$ cat src/design/hub75_pkg.sv
// ~~~~~~~~~~~~~~~~~~~~
// panel geometry, bcm timing and register map
// shared enums and packed structs
// ~~~~~~~~~~~~~~~~~~~~
package hub75_pkg;

    localparam int PANEL_WIDTH   = 16;
    localparam int PANEL_HEIGHT  = 8;
    localparam int HALF_HEIGHT   = PANEL_HEIGHT / 2;   // rows driven at once
    localparam int BCM_BITS      = 4;                  // brightness bits per colour
    localparam int BASE_ON_TICKS = 4;                  // plane 0 on time
    localparam int ON_CNT_BITS   = $clog2(BASE_ON_TICKS << (BCM_BITS - 1)) + 1;
    localparam int FB_DEPTH      = PANEL_WIDTH * PANEL_HEIGHT;
    localparam int FB_ADDR_BITS  = $clog2(FB_DEPTH);
    localparam logic [9:0] CTRL_ADDR = 10'h200;

    typedef struct packed {
        logic [BCM_BITS-1:0] red;
        logic [BCM_BITS-1:0] green;
        logic [BCM_BITS-1:0] blue;
    } pixel_t;

    typedef logic [FB_ADDR_BITS-1:0] fb_addr_t;        // row * PANEL_WIDTH + col
    typedef logic [$clog2(HALF_HEIGHT)-1:0] row_t;
    typedef logic [$clog2(PANEL_WIDTH)-1:0] col_t;
    typedef logic [$clog2(BCM_BITS)-1:0] plane_t;

    typedef struct packed {
        logic red;
        logic green;
        logic blue;
    } rgb_t;

    typedef struct packed {
        logic [2:0]          rgb_enable;
        logic [BCM_BITS-1:0] plane_enable;
    } ctrl_t;

    typedef struct packed {
        logic        psel;
        logic        penable;
        logic        pwrite;
        logic [9:0]  paddr;
        logic [31:0] pwdata;
    } apb_req_t;

    typedef struct packed {
        logic [31:0] prdata;
        logic        pready;
        logic        pslverr;
    } apb_rsp_t;

    typedef struct packed {
        logic     valid;
        logic     we;
        fb_addr_t addr;
        pixel_t   wdata;
    } mem_req_t;

    typedef struct packed {
        logic   rvalid;
        pixel_t rdata;
    } mem_rsp_t;

    typedef struct packed {
        logic   valid;
        row_t   row;
        col_t   col;
        plane_t plane;
    } col_req_t;

    typedef struct packed {
        logic valid;
        rgb_t top;
        rgb_t bottom;
    } col_data_t;

    // output_enable active high, inverted on the board
    typedef struct packed {
        rgb_t       rgb_top;
        rgb_t       rgb_bottom;
        logic       clk_pixel;
        logic       latch;
        logic       output_enable;
        logic [3:0] row_addr;       // A..D lines
    } hub75_t;

    typedef enum logic [2:0] {
        S_IDLE,
        S_SHIFT,
        S_WAIT_COL,
        S_LATCH,
        S_DISPLAY
    } scan_state_t;

    typedef enum logic [1:0] {
        F_IDLE,
        F_READ_TOP,
        F_READ_BOTTOM,
        F_SLICE
    } fetch_state_t;

endpackage

$ cat src/design/framebuffer_ram.sv
// ~~~~~~~~~~~~~~~~~~~~
// single port pixel memory
// ~~~~~~~~~~~~~~~~~~~~
`timescale 1ns/10ps

module framebuffer_ram (
    input  logic                clk_root,
    input  hub75_pkg::mem_req_t ram_req,
    output hub75_pkg::pixel_t   ram_rdata
);
    import hub75_pkg::*;

    pixel_t mem [FB_DEPTH];

    always_ff @(posedge clk_root) begin
        if (ram_req.valid) begin
            if (ram_req.we) begin
                mem[ram_req.addr] <= ram_req.wdata;
            end else begin
                ram_rdata <= mem[ram_req.addr];   // one cycle read latency
            end
        end
    end

endmodule

$ cat src/design/fb_arbiter.sv
// ~~~~~~~~~~~~~~~~~~~~
// fixed priority framebuffer arbiter
// ~~~~~~~~~~~~~~~~~~~~
`timescale 1ns/10ps

module fb_arbiter (
    input  logic                clk_root,
    input  logic                reset,
    input  hub75_pkg::mem_req_t fetch_mem_req,
    output hub75_pkg::mem_rsp_t fetch_mem_rsp,
    input  hub75_pkg::mem_req_t regs_mem_req,
    output logic                regs_grant,
    output hub75_pkg::mem_rsp_t regs_mem_rsp,
    output hub75_pkg::mem_req_t ram_req,
    input  hub75_pkg::pixel_t   ram_rdata
);
    import hub75_pkg::*;

    logic fetch_rd_q;   // which port owns the read in flight
    logic regs_rd_q;

    // register side only gets the ram when the fetch unit is quiet
    assign regs_grant = regs_mem_req.valid && !fetch_mem_req.valid;

    always_comb begin
        if (fetch_mem_req.valid) begin
            ram_req = fetch_mem_req;
        end else begin
            ram_req = regs_mem_req;
        end
    end

    always_ff @(posedge clk_root) begin
        if (reset) begin
            fetch_rd_q <= 1'b0;
            regs_rd_q  <= 1'b0;
        end else begin
            fetch_rd_q <= fetch_mem_req.valid && !fetch_mem_req.we;
            regs_rd_q  <= regs_grant && !regs_mem_req.we;
        end
    end

    always_comb begin
        fetch_mem_rsp.rvalid = fetch_rd_q;
        fetch_mem_rsp.rdata  = ram_rdata;
        regs_mem_rsp.rvalid  = regs_rd_q;
        regs_mem_rsp.rdata   = ram_rdata;
    end

endmodule

$ cat src/design/apb_regs.sv
// ~~~~~~~~~~~~~~~~~~~~
// apb slave, control register and
// pixel access to the framebuffer
// ~~~~~~~~~~~~~~~~~~~~
`timescale 1ns/10ps

module apb_regs (
    input  logic                clk_root,
    input  logic                reset,
    input  hub75_pkg::apb_req_t apb_req,
    output hub75_pkg::apb_rsp_t apb_rsp,
    output hub75_pkg::mem_req_t regs_mem_req,
    input  logic                regs_grant,
    input  hub75_pkg::mem_rsp_t regs_mem_rsp,
    output hub75_pkg::ctrl_t    ctrl
);
    import hub75_pkg::*;

    logic access;
    logic is_pixel;
    logic is_ctrl;
    logic is_err;
    logic rd_pending;   // pixel read granted, data due next cycle

    assign access   = apb_req.psel && apb_req.penable;
    assign is_pixel = apb_req.paddr < 10'(FB_DEPTH);
    assign is_ctrl  = apb_req.paddr == CTRL_ADDR;
    assign is_err   = !is_pixel && !is_ctrl;

    // request held through the access phase until the arbiter grants it
    always_comb begin
        regs_mem_req.valid = access && is_pixel && !rd_pending;
        regs_mem_req.we    = apb_req.pwrite;
        regs_mem_req.addr  = fb_addr_t'(apb_req.paddr);
        regs_mem_req.wdata = pixel_t'(apb_req.pwdata[$bits(pixel_t)-1:0]);
    end

    always_ff @(posedge clk_root) begin
        if (reset) begin
            rd_pending <= 1'b0;
        end else begin
            rd_pending <= regs_grant && !regs_mem_req.we;
        end
    end

    always_ff @(posedge clk_root) begin
        if (reset) begin
            ctrl <= '1;   // all colours and planes on
        end else if (access && is_ctrl && apb_req.pwrite) begin
            ctrl <= ctrl_t'(apb_req.pwdata[$bits(ctrl_t)-1:0]);
        end
    end

    always_comb begin
        apb_rsp.pslverr = access && is_err;
        apb_rsp.pready  = 1'b0;
        apb_rsp.prdata  = '0;
        if (access) begin
            if (!is_pixel) begin
                apb_rsp.pready = 1'b1;   // ctrl and decode error finish at once
            end else if (apb_req.pwrite) begin
                apb_rsp.pready = regs_grant;
            end else begin
                apb_rsp.pready = regs_mem_rsp.rvalid;
            end

            if (is_ctrl && !apb_req.pwrite) begin
                apb_rsp.prdata = 32'(ctrl);
            end else if (is_pixel && regs_mem_rsp.rvalid) begin
                apb_rsp.prdata = 32'(regs_mem_rsp.rdata);   // zero-extended
            end
        end
    end

endmodule

$ cat src/design/scan_sequencer.sv
// ~~~~~~~~~~~~~~~~~~~~
// row and bit plane scan FSM
// drives pixel clock, latch and output enable
// ~~~~~~~~~~~~~~~~~~~~
`timescale 1ns/10ps

module scan_sequencer (
    input  logic                 clk_root,
    input  logic                 reset,
    output hub75_pkg::col_req_t  col_req,
    input  hub75_pkg::col_data_t col_data,
    output hub75_pkg::hub75_t    panel
);
    import hub75_pkg::*;

    scan_state_t            state;
    row_t                   row;
    plane_t                 plane;
    col_t                   col;
    logic [ON_CNT_BITS-1:0] on_cnt;
    logic [ON_CNT_BITS-1:0] on_ticks;
    logic                   clk_pixel;
    logic                   latch;
    logic                   output_enable;
    logic [3:0]             row_addr;
    rgb_t                   rgb_top;
    rgb_t                   rgb_bottom;

    // bcm weight doubles per plane
    assign on_ticks = ON_CNT_BITS'(BASE_ON_TICKS) << plane;

    always_comb begin
        col_req.valid = state == S_SHIFT;   // single cycle pulse
        col_req.row   = row;
        col_req.col   = col;
        col_req.plane = plane;
    end

    always_ff @(posedge clk_root) begin
        if (reset) begin
            state         <= S_IDLE;
            row           <= '0;
            plane         <= '0;
            col           <= '0;
            on_cnt        <= '0;
            clk_pixel     <= 1'b0;
            latch         <= 1'b0;
            output_enable <= 1'b0;
            row_addr      <= '0;
        end else begin
            clk_pixel <= 1'b0;
            latch     <= 1'b0;
            case (state)
                S_IDLE: begin
                    state <= S_SHIFT;
                end
                S_SHIFT: begin
                    state <= S_WAIT_COL;
                end
                S_WAIT_COL: begin
                    if (col_data.valid) begin
                        clk_pixel <= 1'b1;   // shift on the next cycle
                        col       <= col + 1'b1;
                        if (col == col_t'(PANEL_WIDTH - 1)) begin
                            state <= S_LATCH;
                        end else begin
                            state <= S_SHIFT;
                        end
                    end
                end
                S_LATCH: begin
                    latch    <= 1'b1;
                    row_addr <= {2'b00, row};   // row changes with the latch
                    on_cnt   <= on_ticks;
                    state    <= S_DISPLAY;
                end
                S_DISPLAY: begin
                    if (on_cnt != '0) begin
                        output_enable <= 1'b1;
                        on_cnt        <= on_cnt - 1'b1;
                    end else begin
                        output_enable <= 1'b0;
                        plane         <= plane + 1'b1;
                        if (plane == plane_t'(BCM_BITS - 1)) begin
                            row <= row + 1'b1;   // wraps after last row
                        end
                        state <= S_SHIFT;
                    end
                end
                default: begin
                    state <= S_IDLE;
                end
            endcase
        end
    end

    // colour data held between pixel clocks
    always_ff @(posedge clk_root) begin
        if (state == S_WAIT_COL && col_data.valid) begin
            rgb_top    <= col_data.top;
            rgb_bottom <= col_data.bottom;
        end
    end

    always_comb begin
        panel.rgb_top       = rgb_top;
        panel.rgb_bottom    = rgb_bottom;
        panel.clk_pixel     = clk_pixel;
        panel.latch         = latch;
        panel.output_enable = output_enable;
        panel.row_addr      = row_addr;
    end

endmodule

$ cat src/design/column_fetch.sv
// ~~~~~~~~~~~~~~~~~~~~
// column fetch, top and bottom pixel
// sliced to the current bit plane
// ~~~~~~~~~~~~~~~~~~~~
`timescale 1ns/10ps

module column_fetch (
    input  logic                 clk_root,
    input  logic                 reset,
    input  hub75_pkg::col_req_t  col_req,
    input  hub75_pkg::ctrl_t     ctrl,
    output hub75_pkg::mem_req_t  fetch_mem_req,
    input  hub75_pkg::mem_rsp_t  fetch_mem_rsp,
    output hub75_pkg::col_data_t col_data
);
    import hub75_pkg::*;

    fetch_state_t state;
    row_t         row_q;
    col_t         col_q;
    plane_t       plane_q;
    rgb_t         top_q;
    fb_addr_t     top_addr;
    fb_addr_t     bottom_addr;

    // bit p of each nibble, masked by colour and plane enables
    function automatic rgb_t slice_plane(pixel_t pix, plane_t p, ctrl_t c);
        rgb_t bits;
        bits = {pix.red[p], pix.green[p], pix.blue[p]};
        return bits & c.rgb_enable & {3{c.plane_enable[p]}};
    endfunction

    assign top_addr    = fb_addr_t'(int'(row_q) * PANEL_WIDTH + int'(col_q));
    assign bottom_addr = fb_addr_t'((int'(row_q) + HALF_HEIGHT) * PANEL_WIDTH + int'(col_q));

    always_ff @(posedge clk_root) begin
        if (reset) begin
            state <= F_IDLE;
        end else begin
            case (state)
                F_IDLE: begin
                    if (col_req.valid) begin
                        state <= F_READ_TOP;
                    end
                end
                F_READ_TOP:    state <= F_READ_BOTTOM;
                F_READ_BOTTOM: state <= F_SLICE;
                default:       state <= F_IDLE;   // F_SLICE
            endcase
        end
    end

    always_ff @(posedge clk_root) begin
        if (state == F_IDLE && col_req.valid) begin
            row_q   <= col_req.row;
            col_q   <= col_req.col;
            plane_q <= col_req.plane;
        end
        if (state == F_READ_BOTTOM && fetch_mem_rsp.rvalid) begin
            top_q <= slice_plane(fetch_mem_rsp.rdata, plane_q, ctrl);   // top pixel returns
        end
    end

    always_comb begin
        fetch_mem_req.valid = state == F_READ_TOP || state == F_READ_BOTTOM;
        fetch_mem_req.we    = 1'b0;
        fetch_mem_req.addr  = (state == F_READ_TOP) ? top_addr : bottom_addr;
        fetch_mem_req.wdata = '0;
    end

    // bottom pixel lands in the slice cycle, three cycles after the request
    always_comb begin
        col_data.valid  = state == F_SLICE && fetch_mem_rsp.rvalid;
        col_data.top    = top_q;
        col_data.bottom = slice_plane(fetch_mem_rsp.rdata, plane_q, ctrl);
    end

endmodule

$ cat src/design/hub75_top.sv
// ~~~~~~~~~~~~~~~~~~~~
// hub75 panel driver top level
// apb registers, shared framebuffer, scan and fetch
// ~~~~~~~~~~~~~~~~~~~~
`timescale 1ns/10ps

module hub75_top (
    input  logic                clk_root,
    input  logic                reset,
    input  hub75_pkg::apb_req_t apb_req,
    output hub75_pkg::apb_rsp_t apb_rsp,
    output hub75_pkg::hub75_t   panel
);
    import hub75_pkg::*;

    mem_req_t  regs_mem_req;
    mem_rsp_t  regs_mem_rsp;
    logic      regs_grant;
    mem_req_t  fetch_mem_req;
    mem_rsp_t  fetch_mem_rsp;
    mem_req_t  ram_req;
    pixel_t    ram_rdata;
    ctrl_t     ctrl;
    col_req_t  col_req;
    col_data_t col_data;

    apb_regs u_regs (
        .clk_root     (clk_root),
        .reset        (reset),
        .apb_req      (apb_req),
        .apb_rsp      (apb_rsp),
        .regs_mem_req (regs_mem_req),
        .regs_grant   (regs_grant),
        .regs_mem_rsp (regs_mem_rsp),
        .ctrl         (ctrl)
    );

    // fetch side always has priority
    fb_arbiter u_arb (
        .clk_root      (clk_root),
        .reset         (reset),
        .fetch_mem_req (fetch_mem_req),
        .fetch_mem_rsp (fetch_mem_rsp),
        .regs_mem_req  (regs_mem_req),
        .regs_grant    (regs_grant),
        .regs_mem_rsp  (regs_mem_rsp),
        .ram_req       (ram_req),
        .ram_rdata     (ram_rdata)
    );

    framebuffer_ram u_fb (
        .clk_root  (clk_root),
        .ram_req   (ram_req),
        .ram_rdata (ram_rdata)
    );

    scan_sequencer u_scan (
        .clk_root (clk_root),
        .reset    (reset),
        .col_req  (col_req),
        .col_data (col_data),
        .panel    (panel)
    );

    column_fetch u_fetch (
        .clk_root      (clk_root),
        .reset         (reset),
        .col_req       (col_req),
        .ctrl          (ctrl),
        .fetch_mem_req (fetch_mem_req),
        .fetch_mem_rsp (fetch_mem_rsp),
        .col_data      (col_data)
    );

endmodule

$ cat config.mk
export PLATFORM = sky130hd
export DESIGN_NAME = hub75_top
export DESIGN_NICKNAME = d
export VERILOG_FILES = /design/src/design/hub75_pkg.sv /design/src/design/framebuffer_ram.sv /design/src/design/fb_arbiter.sv /design/src/design/apb_regs.sv /design/src/design/scan_sequencer.sv /design/src/design/column_fetch.sv /design/src/design/hub75_top.sv
export SDC_FILE = /design/constraint.sdc
export NUM_CORES = 1
export LEC_CHECK = 0
export ABC_AREA = 1
export BUFFER_PORTS_ARGS = -buffer_cell sky130_fd_sc_hd__buf_2
export CAP_MARGIN = 10
export CORE_MARGIN = 3
export CORE_UTILIZATION = 40
export DETAILED_ROUTE_END_ITERATION = 6
export HOLD_SLACK_MARGIN = 0.15
export SETUP_SLACK_MARGIN = 0.2
export SKIP_CTS_REPAIR_TIMING = 1
export SYNTH_ARGS = -nofsm -noshare
export SYNTH_HDL_FRONTEND = slang
export SYNTH_SLANG_ARGS = --single-unit
$ cat constraint.sdc
create_clock -name clk_root -period 9.1 [get_ports clk_root]
set_input_delay 1.365 -clock clk_root [delete_from_list [all_inputs] [get_ports clk_root]]
set_output_delay 1.365 -clock clk_root [all_outputs]
set_load 0.05 [all_outputs]
# ---- Word level (Yosys, flattened, before mapping)
# Memory sizes are Yosys's and may differ from the RTL's. A register that Yosys moved wholly into a read port is not among the register bits.
# Cells that the tools add are included.
dict set report classes {
  shift 1
  mux 29
  reduce_logical 32
  n_lt_le_gt_ge 2
  bitwise 5
  add_sub_neg 7
  n_eq_ne 14
}
# op count
set ops {}
lappend ops {{2-to-1 mux 33 bit} 1}
lappend ops {{2-to-1 mux 32 bit} 1}
lappend ops {{2-to-1 mux 21 bit} 1}
lappend ops {{logical AND 1 bit} 15}
lappend ops {{case mux 3 bit (5 select lines)} 1}
lappend ops {{2-to-1 mux 1 bit} 12}
lappend ops {{2-to-1 mux 12 bit} 1}
lappend ops {{case mux 6 bit (2 select lines)} 1}
lappend ops {{equality test 10 bit (second input constant)} 1}
lappend ops {{less-than comparator 10 x 8 -> 1 bit (second input constant)} 1}
lappend ops {{AND reduction 2 bit} 5}
lappend ops {{binary-select mux 1 bit (select 2 bit)} 4}
lappend ops {{adder 6 x 4 -> 7 bit} 1}
lappend ops {{adder 7 x 5 -> 7 bit} 1}
lappend ops {{2-to-1 mux 7 bit} 1}
lappend ops {{bitwise AND 3 bit} 2}
lappend ops {{equality test 2 bit (second input constant)} 3}
lappend ops {{equality test 3 x 2 -> 1 bit (second input constant)} 2}
lappend ops {{2-to-1 mux 3 bit} 2}
lappend ops {{2-to-1 mux 6 bit} 1}
lappend ops {{inequality test 2 x 1 -> 1 bit (second input constant)} 3}
lappend ops {{case mux 2 bit (3 select lines)} 1}
lappend ops {{nonzero test 6 bit} 1}
lappend ops {{left shift 3 x 2 -> 6 bit (first input constant)} 1}
lappend ops {{19 further kinds} 27}
dict set report word_totals {
  elab_cells 117
  n_memories 1
  out_inout_bits 47
  mem_bits_rw 1536
  in_bits 47
  register_bits 50
}
# memory depth width rd rd_clocked_by_memory_dff wr line_no
set memory_table {}
lappend memory_table {u_fb.mem 128 12 1 1 1 framebuffer_ram.sv:13} ;# pixel_t mem [FB_DEPTH];

# ---- Logic depth before layout (Yosys ltp)
dict set report depth {
  word_depth 7
  depth_mapped 17
  ltp_nobuf 14
}

# ---- Cells and area by module
# A second synthesis with hierarchy kept.
dict set report unflattened {
  cells_unflattened 7004
  area_unflattened_um2 69258.9
}
# module seq_area_each_um2 area_per_inst_um2 instances cells_per_inst
set modules_own_cells {}
lappend modules_own_cells {framebuffer_ram 46484.6 65691.8 1 6501}
lappend modules_own_cells {scan_sequencer 620.6 1355.0 1 172}
lappend modules_own_cells {apb_regs 160.2 844.6 1 129}
lappend modules_own_cells {column_fetch 370.4 827.0 1 99}
lappend modules_own_cells {fb_arbiter 40.0 540.5 1 103}

# ---- Worst setup path before layout
# No wires, ideal clock.
dict set report synth_path {
  path_kind {input -> register}
  startpoint {input port apb_req[0] (netlist name)}
  endpoint {memory u_fb.mem[0][0] (netlist name) (data pin)}
  path_stages 2
  arrival_time_ns 4.401
  required_time_ns 8.295
  setup_slack_ns 3.895
  setup_time_ns 0.805
  path_buffers 0
  path_cell_list {inv_1 > nor2_1}
}
# element line_no
set synth_rtl {}
lappend synth_rtl {{start, declared} hub75_top.sv:10} ;# input hub75_pkg::apb_req_t apb_req,
lappend synth_rtl {{end, declared} framebuffer_ram.sv:13}

==> summary.txt <==
Status
  • Status: completed

Setup path
  • CP delay by family, top: simple AND/OR/NAND/NOR gates
  • CP max stage cell: ha_1
  • CP endpoint kind: flop
  • CP bufs+invs: 4
  • Worst path most repeated cell: nand2_1
  • Crit path launch type: flop
  • WS Path Type: flop to flop
  • Crit-path cells: inv_1, ha_1, buf_4, nand2_1, nand2_4, buf_4, buf_12, nand2_1, nand3_1, nand4_1, nand2_1, nand2_1, nor2_1, nor2_1, nor2_1, nand2_1
  • Crit path largest cell delay: 0.75 ns
  • Crit Path Max Fanout: 171
  • CP required: 9.59 ns
  • Arrival @ worst endpoint: 6.24 ns

Drt
  • Drt wl/cell: 18.86 um
  • Vias per inst: 4.823
  • DRT iter0 DRCs: about 4,400
  • DRC: 0
  • First-pass iteration count of the detailed router: 6
  • Drt total wl: 175,300 um
  • Routed Antenna Nets: 0
  • Vias: 44,840

Synth
  • Synth Instances: 6,775
  • Post-synth EDFFs: roughly 1,600
  • Sequential-to-total area share from yosys stat: 0.6885
  • Top post-synthesis cells by area: edfxtp_1, nand2_1, inv_1
  • Post-Synth XOR/XNOR Area: 0.0002531
  • Share of Yosys cell area claimed by the top area cell type: 0.6789
  • Synth Register Bits: 1,598
  • Mux cell area share after synthesis: 0
  • Post-synthesis simple-gate area fraction: 0.1854
  • Main combinational cell family by area after synthesis: simple AND/OR/NAND/NOR gates
  • Synthesized cell area: 69,220 sq um
  • Async SR Flop Fraction: 0
  • Distinct cells, synth: 33
  • Dominant cell type by area after synthesis: edfxtp_1
  • Mean Syn Cell Area: 10.22 sq um
  • YS warnings: 0
  • Complex-gate fraction of the synthesized area: 0.01793
  • Prevailing post-synth register cell: edfxtp_1
  • Post-synthesis adder-cell area fraction: 0.001988

Pwr
  • Pleak: 33.05 nW
  • Cell area power density: roughly 360 nW/um^2
  • Worst vdd ir: between 0.4 and 0.5 mV
  • NetSw: roughly 12 mW
  • Internal power: 15.56 mW
  • Sequential share of power: 0.337
  • Combinational fraction of design power: 0.432
  • Clock network fraction of total power: 0.231
  • Switching part of the total: 0.4402
  • Total power: 27.80 mW

Die
  • Core area: approximately 170,000 sq um
  • Initial Util: 0.4030
  • # rows: 152
  • Die W: 422.0 um
  • I/O pins: 94
  • DIE AREA: 178,100 sq um
  • DIE HEIGHT: approximately 420 um

STA
  • Rel. slew slack: 0.1843
  • Clock skew: 0.02450 ns
  • Final Hold Vio Count: 0
  • Pins Over Slew Limit: 0
  • Fmax: ~0.17 GHz
  • Unrepaired setup endpoints after global routing: false
  • Fin crit share: 0.6325
  • Setup_tns: 0 ns
  • Final setup vio count: 0
  • Worst slew pin tran: 1.219 ns
  • Fin crit period: approximately 5.8 ns

Global routing
  • Largest net degree at the start of global routing: 195
  • Initial antenna violation count: 2
  • GRT overflow: 0
  • First-pass GRT wire length: 262,400 um
  • Vias in the first global route: 41,820
  • Overall Global Routing Usage: 0.1940

CTS
  • Root Driver: clkbuf_16
  • Clock slew at reported path FFs: about 0.06 ns
  • Clock sinks: 1,598
  • Bufs on Longest Clock Path: 3
  • CTS tree: done
  • Insertion delay to the later sink of the worst-skew pair: between 0.7 and 0.8 ns
  • Htree depth: 4
  • Cts bufs inserted: about 160

Place
  • Final GP Congestion: 0.9061
  • Post-DP HPWL: 95,570 um
  • Buffers on Ports: 51

Layout
  • Antenna Cells: 0
  • Syn-to-layout area delta: 12.10%
  • Nets: 6,912
  • Layout cell share with drive strength beyond 1: 0.06784
  • Filler Cells Inserted: 15,730
  • Final core utilization: 0.4518

Worst hold path
  • Worst min-delay path category: flop to flop

Run
  • Max cap viols: 0
-- worst paths after layout --
path / cells after the start / slack, ns / startpoint / to
setup reg to reg: 16 / 3.34 / u_fetch.state[0] / u_fb.ram_rdata[2]
hold / removal: 0 / 0.42 / u_fetch.col_data[3] / u_scan.panel[10]
hold reg to reg: 0 / 0.42 / u_fetch.col_data[3] / u_scan.panel[10]
setup / recovery: 16 / 3.34 / u_fetch.state[0] / u_fb.ram_rdata[2]
-- state kept, by name, indices dropped and copies added (netlist names), 2 cells and up --
signal            count
u_scan.plane          2
u_scan.row_addr       2
u_fetch.col_data      3
u_fb.ram_rdata       12
u_fetch.plane_q       2
u_fb.mem           1536
u_fetch.row_q         2
u_scan.row            2
u_scan.panel          6
u_fetch.state         2
u_regs.ctrl           7
u_scan.on_cnt         6
u_fetch.col_q         4
u_scan.state          3
u_scan.col            4
-- through the flow --
stage | setup slack (ns) | area, sq um | hold slack, ns | std cells
finish | 3.344 | 77590 | 0.4179 | 9297
global route | 3.033 | 77590 | 0.4257 | 9297
CTS | 3.357 | 77460 | 0.4204 | 9284
detailed placement | 3.397 | 72380 | 0.4063 | 8988
global placement | 3.521 | 72360 | 0.4018 | 8986
floorplan | 3.895 | 69300 | 0.4003 | 6796
-- layout make-up --
type	count	area (sq um)	area share
Tap cell	2310	2890	0.03725
Sequential cell	1598	47660	0.6142
Timing Repair Buffer	214	1622	0.02090
Clock buffer	206	4323	0.05571
Inverter	1554	5833	0.07518
Clock inverter	90	753.2	0.009707
Multi-Input combinational cell	3325	14520	0.1871
-- synth_stat cells (2+ instances only) --
cell	number
a31oi_1	2
a211oi_1	5
nand3_1	725
o211ai_1	67
buf_1	7
inv_1	1553
o21ai_0	89
nand2_1	1917
nor2_2	4
or2_2	3
nand4_1	123
dfxtp_1	33
nor2_1	297
o21ai_1	17
nor3_1	8
ha_1	11
clkbuf_1	130
nor4_1	2
a21oi_1	21
a221oi_1	3
buf_2	155
buf_4	27
xor2_1	2
edfxtp_1	1565
-- layer usage --
layer | global-route usage | wire (um) | vias to the layer above
met5 | 0 | 12 | -
met4 | 0.06662 | 5408 | 2
met3 | 0.03238 | 12440 | 278
met2 | 0.3085 | 80920 | 1530
met1 | 0.2702 | 76520 | 21350
li1 | - | - | 21680
-- placed cells by master, fill, tap and decap left out, types with 33 or more instances in the layout --
cell type / synthesis / routed
inv_1: 1553 / 1553
edfxtp_1: 1565 / 1565
buf_2: 155 / 51
o211ai_1: 67 / 67
nand4_1: 123 / 123
clkinv_1: 0 / 34
buf_4: 27 / 146
nand3_1: 725 / 717
nor2_1: 297 / 281
dfxtp_1: 33 / 33
clkbuf_1: 130 / 37
o21ai_0: 89 / 89
clkbuf_16: 0 / 165
nand2_1: 1917 / 1916
-- cells by family after synthesis --
kind of cell / Yosys count
flip-flops: 1598
other: 1
AO/OA/AOI/OAI: 207
AND/OR/NAND/NOR: 3083
adder cells (fa/ha/maj): 11
buffers and inverters: 1873
XOR/XNOR: 2
-- power by group through the flow --
stage / combinational, mW / clock (mW) / sequential, mW
final: 12.0 / 6.42 / 9.36
after global routing: 13.1 / 6.81 / 9.36
after CTS: 11.9 / 6.52 / 9.36
after detailed placement: 11.9 / 0 / 9.52
after global placement: 11.8 / 0 / 9.51
after floorplan: 7.13 / 0 / 9.65
No activity file was read; power rests on OpenSTA's default activity.
